==> src/design/spi_display_pkg.sv <==
// Display bridge shared types
// Command words, pixels and FSM states

package spi_display_pkg;

    ////////////////////
    // Word types
    ////////////////////
    // Command word: [31:30] opcode, [29:16] span length, [15:0] colour
    typedef logic [31:0] cmd_word_t;
    // RGB565 pixel
    typedef logic [15:0] pixel_t;
    // Pixel count of one span
    typedef logic [13:0] span_len_t;

    ////////////////////
    // Command opcodes
    ////////////////////
    typedef logic [1:0] opcode_t;
    localparam opcode_t OP_NOP     = 2'd0;
    localparam opcode_t OP_FILL    = 2'd1;
    localparam opcode_t OP_RESTART = 2'd2;
    // Code 3 is reserved and dropped by the renderer

    // Renderer and panel link state machines
    typedef enum logic {R_IDLE, R_FILL} render_state_t;
    typedef enum logic [1:0] {L_IDLE, L_SHIFT, L_GAP, L_BYPASS} link_state_t;

endpackage

==> src/design/cmd_fifo.sv <==
// Command word FIFO
// Circular buffer with host clear-to-send

module cmd_fifo
    import spi_display_pkg::*;
#(
    parameter int FIFO_DEPTH = 8
)
(
    input  logic      clk,
    input  logic      resetn_in,

    // Push side from the receiver without back-pressure
    input  logic      word_valid,
    input  cmd_word_t word_data,

    // Pop side to the renderer
    output logic      cmd_valid,
    input  logic      cmd_ready,
    output cmd_word_t cmd_data,

    // High while at least two entries are free
    output logic      serial_cts
);

    localparam int PTR_W = (FIFO_DEPTH > 1) ? $clog2(FIFO_DEPTH) : 1;
    localparam int CNT_W = $clog2(FIFO_DEPTH + 1);
    localparam logic [PTR_W-1:0] LAST_PTR   = PTR_W'(FIFO_DEPTH - 1);
    localparam logic [CNT_W-1:0] FULL_LEVEL = CNT_W'(FIFO_DEPTH);
    localparam logic [CNT_W-1:0] CTS_LEVEL  = CNT_W'(FIFO_DEPTH - 2);

    cmd_word_t        mem [FIFO_DEPTH];
    logic [PTR_W-1:0] wr_ptr;
    logic [PTR_W-1:0] rd_ptr;
    logic [CNT_W-1:0] count;
    logic             push;
    logic             pop;

    // Full FIFO drops the word and the assertion below flags it
    assign push      = word_valid && (count != FULL_LEVEL);
    assign pop       = cmd_valid && cmd_ready;
    assign cmd_valid = (count != '0);
    assign cmd_data  = mem[rd_ptr];

    always_ff @(posedge clk)
    begin
        if (push)
        begin
            mem[wr_ptr] <= word_data;
        end
    end

    ////////////////////
    // Pointers and level
    ////////////////////
    always_ff @(posedge clk)
    begin
        if (resetn_in)
        begin
            wr_ptr     <= '0;
            rd_ptr     <= '0;
            count      <= '0;
            serial_cts <= 1'b1;
        end
        else
        begin
            if (push)
            begin
                wr_ptr <= (wr_ptr == LAST_PTR) ? '0 : wr_ptr + 1'b1;
            end
            if (pop)
            begin
                rd_ptr <= (rd_ptr == LAST_PTR) ? '0 : rd_ptr + 1'b1;
            end
            case ({push, pop})
                2'b10:   count <= count + 1'b1;
                2'b01:   count <= count - 1'b1;
                default: count <= count;
            endcase
            // One cycle behind the level so one spare entry is kept
            serial_cts <= (count <= CTS_LEVEL);
        end
    end

    // Host must honour serial_cts
    assert property (@(posedge clk) disable iff (resetn_in)
        word_valid |-> (count != FULL_LEVEL));

    // Empty level must match caught-up pointers
    assert property (@(posedge clk) disable iff (resetn_in)
        (count == '0) |-> (rd_ptr == wr_ptr));

endmodule

==> src/design/display_link.sv <==
// Panel SPI link
// Pixel serializer and host bypass

module display_link
    import spi_display_pkg::*;
#(
    parameter int CLOCK_DIV = 1
)
(
    input  logic   clk,
    input  logic   resetn_in,

    // Pixel stream from the renderer
    input  logic   pix_valid,
    output logic   pix_ready,
    input  pixel_t pix_data,
    input  logic   pix_last,

    // Host bypass inputs
    input  logic   serial_tft_mux,
    input  logic   serial_mosi,
    input  logic   serial_sck,
    input  logic   tft_cs,
    input  logic   tft_dc,

    // Panel pins
    output logic   display_mosi,
    output logic   display_sck,
    output logic   display_cs,
    output logic   display_dc,
    output logic   display_reset
);

    localparam int DIV_W = (CLOCK_DIV > 0) ? $clog2(CLOCK_DIV + 1) : 1;
    localparam logic [DIV_W-1:0] DIV_LAST = DIV_W'(CLOCK_DIV);

    link_state_t      state;
    logic             mux_reg;
    logic             reset_reg;
    logic [DIV_W-1:0] div_cnt;
    logic             half_tick;
    logic             sck_reg;
    pixel_t           shift_reg;
    logic [3:0]       bit_cnt;
    logic             last_reg;
    logic             shift_edge;
    logic             pix_take;
    logic             bypass;

    // Half sck period elapsed
    assign half_tick  = (div_cnt == DIV_LAST);
    // Falling sck edge, next bit goes out
    assign shift_edge = (state == L_SHIFT) && half_tick && sck_reg;
    assign pix_ready  = (state == L_IDLE) && !mux_reg;
    assign pix_take   = pix_valid && pix_ready;
    assign bypass     = (state == L_BYPASS);

    ////////////////////
    // Link FSM
    ////////////////////
    always_ff @(posedge clk)
    begin
        if (resetn_in)
        begin
            state    <= L_IDLE;
            mux_reg  <= 1'b0;
            div_cnt  <= '0;
            sck_reg  <= 1'b0;
            bit_cnt  <= 4'd0;
            last_reg <= 1'b0;
        end
        else
        begin
            mux_reg <= serial_tft_mux;
            case (state)
                L_IDLE:
                begin
                    div_cnt <= '0;
                    sck_reg <= 1'b0;
                    bit_cnt <= 4'd0;
                    if (mux_reg)
                    begin
                        state <= L_BYPASS;
                    end
                    else if (pix_take)
                    begin
                        last_reg <= pix_last;
                        state    <= L_SHIFT;
                    end
                end
                L_SHIFT:
                begin
                    div_cnt <= half_tick ? '0 : div_cnt + 1'b1;
                    if (half_tick)
                    begin
                        sck_reg <= !sck_reg;
                        if (sck_reg)
                        begin
                            // Wraps to zero after bit 15, ready for the gap phase
                            bit_cnt <= bit_cnt + 4'd1;
                            if (bit_cnt == 4'd15)
                            begin
                                state <= last_reg ? L_GAP : L_IDLE;
                            end
                        end
                    end
                end
                L_GAP:
                begin
                    // bit_cnt[0] marks the second half of the gap period
                    div_cnt <= half_tick ? '0 : div_cnt + 1'b1;
                    if (half_tick)
                    begin
                        bit_cnt <= bit_cnt + 4'd1;
                        if (bit_cnt[0])
                        begin
                            state <= L_IDLE;
                        end
                    end
                end
                L_BYPASS:
                begin
                    if (!mux_reg)
                    begin
                        state <= L_IDLE;
                    end
                end
                default: state <= L_IDLE;
            endcase
        end
    end

    // Pixel shift register, MSB first
    always_ff @(posedge clk)
    begin
        if (pix_take)
        begin
            shift_reg <= pix_data;
        end
        else if (shift_edge)
        begin
            shift_reg <= {shift_reg[14:0], 1'b0};
        end
    end

    // Panel reset copy
    always_ff @(posedge clk)
    begin
        reset_reg <= resetn_in;
    end

    ////////////////////
    // Pin mux
    ////////////////////
    assign display_mosi  = bypass ? serial_mosi : shift_reg[15];
    assign display_sck   = bypass ? serial_sck : sck_reg;
    // CS pulses high only in the frame gap
    assign display_cs    = bypass ? tft_cs : (state == L_GAP);
    assign display_dc    = bypass ? tft_dc : 1'b1;
    assign display_reset = reset_reg;

endmodule

==> src/design/serial_cmd_receiver.sv <==
// Host SPI slave
// Mode 0 command word receiver

module serial_cmd_receiver
    import spi_display_pkg::*;
(
    input  logic      clk,
    input  logic      resetn_in,

    // Host serial pins, asynchronous to clk
    input  logic      serial_mosi,
    input  logic      serial_sck,
    input  logic      serial_cs,

    // Assembled command words
    output logic      word_valid,
    output cmd_word_t word_data
);

    ////////////////////
    // Pin synchronizers
    ////////////////////
    // Two flops per pin, third sck stage only for edge detect
    logic [2:0] sck_sync;
    logic [1:0] mosi_sync;
    logic [1:0] cs_sync;
    logic       sck_rise;

    always_ff @(posedge clk)
    begin
        if (resetn_in)
        begin
            sck_sync  <= 3'b000;
            mosi_sync <= 2'b00;
            // Chip select idles high
            cs_sync   <= 2'b11;
        end
        else
        begin
            sck_sync  <= {sck_sync[1:0], serial_sck};
            mosi_sync <= {mosi_sync[0], serial_mosi};
            cs_sync   <= {cs_sync[0], serial_cs};
        end
    end

    // Rising sck edge seen at the second stage
    assign sck_rise = sck_sync[1] && !sck_sync[2];

    ////////////////////
    // Word assembly
    ////////////////////
    logic [4:0] bit_cnt;

    always_ff @(posedge clk)
    begin
        if (resetn_in)
        begin
            bit_cnt    <= 5'd0;
            word_valid <= 1'b0;
        end
        else
        begin
            // One cycle pulse by default
            word_valid <= 1'b0;
            if (cs_sync[1])
            begin
                // Deselected, drop any partial word
                bit_cnt <= 5'd0;
            end
            else if (sck_rise)
            begin
                bit_cnt <= bit_cnt + 5'd1;
                // 32nd bit, counter wraps to zero
                if (bit_cnt == 5'd31)
                begin
                    word_valid <= 1'b1;
                end
            end
        end
    end

    // MSB first, shifts in from the bottom
    always_ff @(posedge clk)
    begin
        if (!cs_sync[1] && sck_rise)
        begin
            word_data <= {word_data[30:0], mosi_sync[1]};
        end
    end

endmodule

==> src/design/span_renderer.sv <==
// Span renderer
// FILL and RESTART command decoder

module span_renderer
    import spi_display_pkg::*;
#(
    parameter int FRAME_PIXELS = 64
)
(
    input  logic      clk,
    input  logic      resetn_in,

    // Commands from the FIFO
    input  logic      cmd_valid,
    output logic      cmd_ready,
    input  cmd_word_t cmd_data,

    // Pixel stream to the panel link
    output logic      pix_valid,
    input  logic      pix_ready,
    output pixel_t    pix_data,
    output logic      pix_last
);

    localparam int POS_W = (FRAME_PIXELS > 1) ? $clog2(FRAME_PIXELS) : 1;
    localparam logic [POS_W-1:0] LAST_POS = POS_W'(FRAME_PIXELS - 1);

    render_state_t    state;
    span_len_t        remaining;
    pixel_t           colour;
    logic [POS_W-1:0] frame_pos;
    opcode_t          cmd_op;
    span_len_t        cmd_len;
    logic             cmd_take;
    logic             pix_take;

    // Command fields
    assign cmd_op  = cmd_data[31:30];
    assign cmd_len = cmd_data[29:16];

    // Only takes a command between spans
    assign cmd_ready = (state == R_IDLE);
    assign cmd_take  = cmd_valid && cmd_ready;
    assign pix_valid = (state == R_FILL);
    assign pix_take  = pix_valid && pix_ready;
    assign pix_data  = colour;
    assign pix_last  = (frame_pos == LAST_POS);

    ////////////////////
    // Decoder FSM
    ////////////////////
    always_ff @(posedge clk)
    begin
        if (resetn_in)
        begin
            state     <= R_IDLE;
            remaining <= '0;
            frame_pos <= '0;
        end
        else
        begin
            case (state)
                R_IDLE:
                begin
                    if (cmd_take)
                    begin
                        case (cmd_op)
                            OP_FILL:
                            begin
                                // Zero length span is dropped
                                if (cmd_len != '0)
                                begin
                                    remaining <= cmd_len;
                                    state     <= R_FILL;
                                end
                            end
                            OP_RESTART: frame_pos <= '0;
                            // NOP and reserved code
                            default: ;
                        endcase
                    end
                end
                R_FILL:
                begin
                    if (pix_take)
                    begin
                        // Frame position wraps every FRAME_PIXELS
                        frame_pos <= (frame_pos == LAST_POS) ? '0 : frame_pos + 1'b1;
                        remaining <= remaining - 1'b1;
                        if (remaining == span_len_t'(1))
                        begin
                            state <= R_IDLE;
                        end
                    end
                end
                default: state <= R_IDLE;
            endcase
        end
    end

    // Span colour
    always_ff @(posedge clk)
    begin
        if (cmd_take && (cmd_op == OP_FILL))
        begin
            colour <= cmd_data[15:0];
        end
    end

    // Stalled pixel must hold until the link takes it
    assert property (@(posedge clk) disable iff (resetn_in)
        pix_valid && !pix_ready |=> pix_valid && $stable(pix_data) && $stable(pix_last));

endmodule

==> src/design/spi_display_bridge.sv <==
// SPI display bridge top level

module spi_display_bridge
    import spi_display_pkg::*;
#(
    parameter int FIFO_DEPTH   = 8,
    parameter int FRAME_PIXELS = 64,
    parameter int CLOCK_DIV    = 1
)
(
    input  logic clk,
    input  logic resetn_in,

    // Host serial link
    input  logic serial_mosi,
    input  logic serial_sck,
    input  logic serial_cs,
    output logic serial_cts,
    input  logic serial_tft_mux,
    input  logic tft_cs,
    input  logic tft_dc,

    // Panel pins
    output logic display_mosi,
    output logic display_sck,
    output logic display_cs,
    output logic display_dc,
    output logic display_reset
);

    ////////////////////
    // Internal streams
    ////////////////////
    logic      word_valid;
    cmd_word_t word_data;
    logic      cmd_valid;
    logic      cmd_ready;
    cmd_word_t cmd_data;
    logic      pix_valid;
    logic      pix_ready;
    pixel_t    pix_data;
    logic      pix_last;

    serial_cmd_receiver receiver (
        .clk         (clk),
        .resetn_in   (resetn_in),
        .serial_mosi (serial_mosi),
        .serial_sck  (serial_sck),
        .serial_cs   (serial_cs),
        .word_valid  (word_valid),
        .word_data   (word_data)
    );

    cmd_fifo #(
        .FIFO_DEPTH (FIFO_DEPTH)
    ) fifo (
        .clk        (clk),
        .resetn_in  (resetn_in),
        .word_valid (word_valid),
        .word_data  (word_data),
        .cmd_valid  (cmd_valid),
        .cmd_ready  (cmd_ready),
        .cmd_data   (cmd_data),
        .serial_cts (serial_cts)
    );

    span_renderer #(
        .FRAME_PIXELS (FRAME_PIXELS)
    ) renderer (
        .clk       (clk),
        .resetn_in (resetn_in),
        .cmd_valid (cmd_valid),
        .cmd_ready (cmd_ready),
        .cmd_data  (cmd_data),
        .pix_valid (pix_valid),
        .pix_ready (pix_ready),
        .pix_data  (pix_data),
        .pix_last  (pix_last)
    );

    // Panel side with host bypass
    display_link #(
        .CLOCK_DIV (CLOCK_DIV)
    ) link (
        .clk            (clk),
        .resetn_in      (resetn_in),
        .pix_valid      (pix_valid),
        .pix_ready      (pix_ready),
        .pix_data       (pix_data),
        .pix_last       (pix_last),
        .serial_tft_mux (serial_tft_mux),
        .serial_mosi    (serial_mosi),
        .serial_sck     (serial_sck),
        .tft_cs         (tft_cs),
        .tft_dc         (tft_dc),
        .display_mosi   (display_mosi),
        .display_sck    (display_sck),
        .display_cs     (display_cs),
        .display_dc     (display_dc),
        .display_reset  (display_reset)
    );

endmodule

==> config.mk <==
export PLATFORM = sky130hd
export DESIGN_NAME = spi_display_bridge
export DESIGN_NICKNAME = d
export VERILOG_FILES = /design/src/design/spi_display_pkg.sv /design/src/design/cmd_fifo.sv /design/src/design/display_link.sv /design/src/design/serial_cmd_receiver.sv /design/src/design/span_renderer.sv /design/src/design/spi_display_bridge.sv
export SDC_FILE = /design/constraint.sdc
export NUM_CORES = 1
export LEC_CHECK = 0
export ABC_AREA = 0
export BUFFER_PORTS_ARGS = -buffer_cell sky130_fd_sc_hd__buf_2
export CORE_ASPECT_RATIO = 0.9
export CORE_MARGIN = 2
export CORE_UTILIZATION = 44
export DETAILED_ROUTE_END_ITERATION = 10
export PLACE_DENSITY = 0.6
export SYNTH_ARGS = -nofsm -noshare
export SYNTH_HDL_FRONTEND = slang
export SYNTH_SLANG_ARGS = --single-unit
==> constraint.sdc <==
create_clock -name clk -period 14.6 [get_ports clk]
set_clock_uncertainty 0.2 [all_clocks]
set_input_delay 1.46 -clock clk [delete_from_list [all_inputs] [get_ports clk]]
set_output_delay 1.46 -clock clk [all_outputs]
set_load 0.03 [all_outputs]
Yosys cells after proc, flatten, opt, wreduce, memory -nomap -nowiden
Memories as Yosys holds them, arrays and structs flattened. A register that Yosys moved wholly into a read port is not among the register bits.
Cells that the tools add are included.
- register bits after elaboration: 120
- input bits: 8
- logic and storage cells: 140
- output and inout port bits: 6
- memories kept: 1
- bits in writable memories: 256
- reductions and logical operators: 30
- equal/unequal tests: 26
- bitwise operators: 3
- magnitude comparators: 1
- multiplexer cells: 48
- add/subtract/negate cells: 9
- memories (name ; words ; bits a word ; rd ports ; clocked after memory_dff ; write ports ; RTL line ; source):
    fifo.mem ; 8 ; 32 ; 1 ; 1 ; 1 ; cmd_fifo.sv:32 ; cmd_word_t mem [FIFO_DEPTH];
- operator list (kind ; count):
    14-bit 2-to-1 mux ; 4
    16-bit 2-to-1 mux ; 2
    14-bit case mux with 2 select lines ; 1
    6-bit 2-to-1 mux ; 4
    2-bit 2-to-1 mux ; 9
    14-bit by 1-bit equality test with 1-bit output (second input constant) ; 1
    1-bit 2-to-1 mux ; 14
    14-bit nonzero test ; 1
    14-bit by 1-bit subtractor with 14-bit output (second input constant) ; 1
    3-bit 2-to-1 mux ; 4
    4-bit 2-to-1 mux ; 3
    2-bit inequality test (second input constant) ; 6
    4-bit case mux with 3 select lines ; 1
    6-bit case mux with 2 select lines ; 1
    2-bit by 1-bit inequality test with 1-bit output (second input constant) ; 5
    1-bit logical AND ; 9
    4-bit by 1-bit adder with 4-bit output (second input constant) ; 2
    2-bit equality test (second input constant) ; 4
    2-bit case mux with 4 select lines ; 1
    4-bit case mux with 2 select lines ; 1
    4-bit AND reduction ; 2
    2-bit nonzero test ; 4
    7-bit AND reduction ; 1
    3-bit by 1-bit adder with 3-bit output (second input constant) ; 2
    22 further kinds ; 34

Longest topological paths before layout
Gate-level depths: netlist of the first run.
- depth in word-level cells: 6
- depth in mapped cells: 10
- depth with buffers taken out: 10

Hierarchy
Synthesis of the first run repeated with hierarchy kept, for this count alone.
- cells, all modules: 836
- area total of the unflattened synthesis: 15209.6 um^2
- modules (own cells, without submodules) (module ; area an instance (um^2) ; cells an instance ; times used ; seq. area each (um^2)):
    cmd_fifo ; 10472.5 ; 447 ; 1 ; 7967.6
    span_renderer ; 1916.8 ; 199 ; 1 ; 900.9
    serial_cmd_receiver ; 1416.4 ; 75 ; 1 ; 1221.2
    display_link ; 1403.8 ; 115 ; 1 ; 700.7

Worst setup path before layout of the first run
No wires, ideal clock.
- path type: register to register
- start: register fifo.count[1]
- end: memory fifo.mem[0][0] (netlist bit) (enable)
- setup slack: 10022 ps
- required time: 13898 ps
- arrival: 3876 ps
- path buffers: 0
- stages on the path, launching flop included: 5
- setup time: 502 ps
- clock period less this slack: 4578 ps
- path through: dfxtp_1 > nor3_1 > nand2_1 > nand2_1 > nor4_1
- cells in the longest elaborated chain, start to end: 4
- ends and longest elaborated chain (what ; RTL line ; source):
    start: declaration ; cmd_fifo.sv:35 ; logic [CNT_W-1:0] count;
    start signal: assignment ; cmd_fifo.sv:76 ; 2'b10: count <= count + 1'b1;
    start signal: assignment ; cmd_fifo.sv:77 ; 2'b01: count <= count - 1'b1;
    start signal: assignment ; cmd_fifo.sv:78 ; default: count <= count;
    4-bit inequality test ; cmd_fifo.sv:40 ; assign push = word_valid && (count != FULL_LEVEL);
    1-bit logical AND ; cmd_fifo.sv:40 ;
    1-bit 2-to-1 mux ; cmd_fifo.sv:47 ; if (push)
    1-bit 2-to-1 mux (not written as such) ; cmd_fifo.sv:49 ; mem[wr_ptr] <= word_data;
    end: declaration ; cmd_fifo.sv:32 ;
No other way between the ends.

==> metrics, run 1 <==
Area after DPL roughly 15000 um2; share of layout cells above drive strength 1 between 20% and 30%; Final Power about 2.9 mW; H-tree levels 2; HPWL after detailed placement 14400 um; CP Launch Type flip-flop; Crit path required time roughly 15000 ps; TritonCTS clock tree built; I/O pins 14; Hold-fix buffers, CTS 0; Clock Tree Root clkbuf_16; clock slew at reported path FFs 60 ps; die area roughly 35000 um2; sequential area share after synthesis approximately 73%; clk buf depth 3; largest reg by FF count fifo.mem; max-cap viol count 0; Cell variety after synth roughly 50; die height 178 um; Final nets between 900 and 1000; Synth Warn # 0; drt first pass iters 4; TNS Setup 0 ps; Primary FF master, synth edfxtp_1; first-pass GRT wire length roughly 43000 um; outcome complete, no violations; R2R cell count 8; commonest non-fill, non-tap cell in the layout edfxtp_1; cts bufs inserted 40; Crit Path Max Fanout 47; largest net degree at the start of global routing 54; Period Utilization, post-route between 20% and 30%; Mean Syn Cell Area ~17 um2; synthesis-to-finish area growth 12.9%; Slew Limit Fails 0; Fmax between 200 and 300 MHz; I/O Buffers 13; crit path time final around 3900 ps; Core ar. 33000 um2; gr usage total 16.4%; final cell count without fillers around 1400; asr flop ratio synth 0%; Die X 197 um; worst hold stages 0; setup violators final 0; Post-synth EDFFs between 300 and 400; final instance area between 15000 and 20000 um2; post-placement cell count 1280; vias in the first global route about 7400; CP Class reg -> reg; Relative slew margins between 30% and 40%; RSZ-0062 raised after global routing no; Routed Antenna Nets 0; Worst Hold Launch receiver.mosi_sync[1]; data arrival time of the critical path between 4000 and 5000 ps; Synthesized Nets between 800 and 900; post-synthesis cell area roughly 15000 um2; post-CTS sizing 0; Hold Path Class reg -> reg; Regs by FF count fifo.mem: 256 flops, receiver.word_data: 32 flops; clock sink total around 380; Worst-Skew Late Latency ~540 ps; r2r endpoint renderer.remaining[5]; Post-CTS Setup Bufs 0; dpl ws approximately 11000 ps; GP Congestion roughly 0.77; CP Capture Type flip-flop; initial drt markers 541; total routed wirelength 27900 um; PD cells roughly 170 nW/um2; via/cell ratio 5.49; fill cell count ~2700; multi-input logic area 3820 um2; commonest non-fill, non-tap cells in the layout edfxtp_1 (320), nand2_1 (82), mux4_2 (64); hold path endpoint receiver.word_data[0]; maximum vdd drop ~88 uV; Cells after Synth roughly 870; static leakage between 5 and 6 nW; slew at the pin with the worst max-slew slack just over 1000 ps; Seq cells post-synth roughly 380; grt ovf 0; max reg flops around 260; antenna violations before repair 0; Post-route DRC 0; final count of hold timing violations 0; via count ~7400; Initial Utilization roughly 45%; slack of the critical path around 11000 ps; Rows 63; Avg WL per Cell between 20 and 25 um; FF-to-FF setup slack between 10000 and 15000 ps; Reg area 10800 um2; ant diodes 0
[layout make-up]
class | count | share of cell area [%]
Clock buffer | 48 | 6.24
Sequential cell | 379 | 64.7
Clock inverter | 24 | 1.61
Multi-Input combinational cell | 438 | 22.9
Tap cell | 422 | 3.17
Inverter | 14 | 0.315
Timing Repair Buffer | 27 | 1.02
[per-layer routing]
layer	up-vias	GRT usage (%)	wire length, um
li1	3467	-	-
met1	3751	24.3	13700
met2	164	25.1	12600
met3	45	2.60	1120
met4	0	4.73	505
met5	-	0	0
[synth_stat cells, drive strengths merged, types with 6 or more instances]
library cell | number | area share, %
nand2b | 7 | 0.30
and3 | 6 | 0.25
a21oi | 32 | 1.1
edfxtp | 320 | 65
mux4 | 64 | 9.8
nor2b | 9 | 0.38
buf | 16 | 0.54
o31ai | 6 | 0.31
dfxtp | 59 | 8.0
nand2 | 82 | 2.1
clkbuf | 22 | 0.56
o21ai | 21 | 0.71
mux2 | 21 | 1.6
nor2 | 54 | 1.4
inv | 13 | 0.33
o32ai | 11 | 0.65
nand3b | 6 | 0.31
nand3 | 12 | 0.41
mux2i | 20 | 1.4
nor3 | 16 | 0.54
ha | 19 | 1.6
[worst max-delay path by stage]
stage / from / endpoint / cells past startpoint
2_1_floorplan: fifo.count[1] / fifo.mem[0][0] / 4
3_3_place_gp: flip-flop / renderer.remaining[5] / 8
3_5_place_dp: flip-flop / renderer.remaining[5] / 8
4_1_cts: flip-flop / renderer.remaining[5] / 8
5_1_grt: flip-flop / renderer.remaining[5] / 8
6_report: flip-flop / renderer.remaining[5] / 8
[power breakdown]
| group | switching (mW) | total, mW | leakage [nW] | internal [mW] |
|---|---|---|---|---|
| registers | 0.0555 | 1.29 | 3.36 | 1.23 |
| clock network | 0.402 | 1.00 | 0.642 | 0.600 |
| logic | 0.344 | 0.610 | 1.46 | 0.266 |
| total | 0.802 | 2.90 | 5.46 | 2.10 |
[cells by family after synthesis]
| kind of cell | share of synthesized area (%) |
|---|---|
| flops | 73.1 |
| simple gates | 6.74 |
| mux | 12.7 |
| compound gates | 3.99 |
| buf+inv | 1.46 |
| fa+ha+maj | 1.61 |
| xor+xnor | 0.415 |
[critical path, stage by stage (launching register included)]
cell and delay (ps):
dfxtp_4 620, buf_4 670, mux4_2 420, nand3b_1 190
o21ai_1 140, and2_1 820, o21ai_0 270, nand2_1 310
o32ai_1 150
[metrics by stage]
stage | hold slack [ps] | utilization, %
floorplan | 186 | -
global placement | 187 | 46.5
detailed placement | 196 | 46.5
CTS | 210 | 50.5
global route | 214 | 50.5
finish | 210 | 50.5
(Power assumes the default switching activity.)
==> run 2: changes to the inputs <==
--- a/config.mk
+++ b/config.mk
@@ -11,7 +11,7 @@
 export CORE_MARGIN = 2
 export CORE_UTILIZATION = 44
 export DETAILED_ROUTE_END_ITERATION = 10
-export PLACE_DENSITY = 0.6
+export PLACE_DENSITY = 0.62
 export SYNTH_ARGS = -nofsm -noshare
 export SYNTH_HDL_FRONTEND = slang
 export SYNTH_SLANG_ARGS = --single-unit
==> constraint.sdc (replaced) <==
create_clock -name clk -period 3.4 [get_ports clk]
set_clock_uncertainty 0.2 [all_clocks]
set_input_delay 0.34 -clock clk [delete_from_list [all_inputs] [get_ports clk]]
set_output_delay 0.34 -clock clk [all_outputs]
set_load 0.03 [all_outputs]
==> run 2 against run 1 <==
  * Count of clock-buffer cells in the layout increased by 6
  * Worst setup slack got worse by 10000 ps
  * Sequential share of layout area decreased by 0.60 points
  * Global-route usage increased by 0.65 points
  * Critical endpoint is now renderer.remaining[1]
==> metrics, run 2 (synthesis results as in run 1) <==
ant diodes 0; Hold Path Class in -> reg; Fmax 319 MHz; R2R cell count 8; max reg flops 256; FF-to-FF setup slack between 200 and 300 ps; share of layout cells above drive strength 1 between 20% and 30%; Final nets between 900 and 1000; Crit Path Max Fanout 19; CP Class reg -> reg; cts bufs inserted 40; Relative slew margins a little under three fifths; via/cell ratio around 5.5; commonest non-fill, non-tap cell in the layout edfxtp_1; Period Utilization, post-route around 92%; final cell count without fillers ~1400; antenna violations before repair 0; Worst path depth 8; largest net degree at the start of global routing 33; clk buf depth 3; clock network power share between 30 and 40%; Avg WL per Cell between 20 and 25 um; crit path time final between 3000 and 4000 ps; worst hold stages 2; TNS Setup 0 ps; Slew Limit Fails 0; Die X approximately 200 um; slack of the critical path ~270 ps; Final Power ~12 mW; setup violators final 0; HPWL after detailed placement around 15000 um; Crit path required time ~3700 ps; final count of hold timing violations 0; Area after DPL ~16000 um2; clock slew at reported path FFs ~60 ps; CP Capture Type flip-flop; TritonCTS clock tree built; I/O Buffers 13; static leakage 5.53 nW; slew at the pin with the worst max-slew slack between 600 and 700 ps; data arrival time of the critical path 3380 ps; first-pass GRT wire length 45200 um; GP Congestion between 0.7 and 0.8; RSZ-0062 raised after global routing no; dpl ws 233 ps; gr usage total 17.0%; I/O pins 14; Post-route DRC 0; vias in the first global route 7851; die height roughly 180 um; CP max-delay cell dfxtp_4; Rows 63; Worst-Skew Late Latency roughly 530 ps; Initial Utilization between 40% and 50%; commonest non-fill, non-tap cells in the layout edfxtp_1 (320), nand2_1 (82), mux4_2 (64); initial drt markers approximately 600; CP most frequent cell mux2i_1; Core ar. ~33000 um2; CP Launch Type flip-flop; Post-CTS Setup Bufs 0; Clock Tree Root clkbuf_16; post-placement cell count between 1000 and 1500; switching pwr between 3 and 4 mW; CP cell instances buf_4, mux4_2, mux2i_1, nand4_1, or2_2, o21a_4, nor2_4, mux2i_1; drt first pass iters 4; synthesis-to-finish area growth 14.0%; outcome complete, no violations; H-tree levels 2; switch share ~28%; total routed wirelength about 28000 um; largest reg by FF count fifo.mem; final instance area about 17000 um2; clock sink total ~380; Sequential Power Share between 40% and 50%; Bufs and invs on worst path 1; die area 35000 um2; max-cap viol count 0; PD cells about 740 nW/um2; Comb power frac roughly 22%; final core utilization between 50% and 60%; Hold Slack between 70 and 80 ps; via count 7571; crit-path max cell delay roughly 570 ps; Regs by FF count fifo.mem: 256 flops, receiver.word_data: 32 flops; Crit path max-delay family multiplexers; maximum vdd drop roughly 410 uV; Routed Antenna Nets 0; internal power approximately 9 mW; grt ovf 0
==> run 2: cell types whose count changed in the layout (fill, tap and decap cells not counted), moves of 2 or more <==
| cell | change |
|---|---|
| clkbuf_1 | +2 |
| buf_12 | +2 |
| clkinv_1 | -5 |
| dlygate4sd3_1 | +4 |
| buf_4 | +11 |
| bufinv_16 | -2 |
| clkbuf_8 | +3 |
==> run 2: path summary, 6_finish.rpt <==
path / end / from
setup / recovery: renderer.remaining[1] / flip-flop
hold / removal: fifo.count[3] / resetn_in
setup reg to reg: renderer.remaining[1] / flip-flop
hold reg to reg: receiver.word_data[0] / receiver.mosi_sync[1]
==> run 2: layout make-up <==
| class | count | area, um2 |
|---|---|---|
| Clock buffer | 54 | 1110 |
| Clock inverter | 16 | 171 |
| Fill cell | 2636 | 16200 |
| Inverter | 14 | 52.6 |
| Multi-Input combinational cell | 438 | 3830 |
| Sequential cell | 379 | 10800 |
| Tap cell | 422 | 528 |
| Timing Repair Buffer | 44 | 333 |
==> run 2: metal layers <==
metal / track usage (%) / wire length, um / part of all wire [%]
met1: 23.7 / 13300 / 47
met2: 27.3 / 13100 / 46
met3: 2.79 / 1240 / 4.4
met4: 5.89 / 721 / 2.5
met5: 0 / 0 / 0
==> run 2: repair_timing <==
action | in CTS | in global routing
resized for setup | 0 | 0
endpoints found under the hold margin | 4 | 0
hold buffers | 4 | 0
==> run 2: worst reg2reg max path, stage by stage (launching register included) <==
cell and delay [ps]:
dfxtp_4 570, buf_4 260, mux4_2 500, mux2i_1 260
nand4_1 150, or2_2 350, o21a_4 250, nor2_4 290
mux2i_1 220
==> run 2: power groups by stage <==
stage                     Sequential (mW)  Clock [mW]  Combinational, mW
after floorplan                      5.52           0               2.16
after global placement               5.64           0               2.65
after detailed placement             5.65           0               2.67
after CTS                            5.56        4.34               2.69
after global routing                 5.60        4.53               2.99
final                                5.56        4.23               2.68
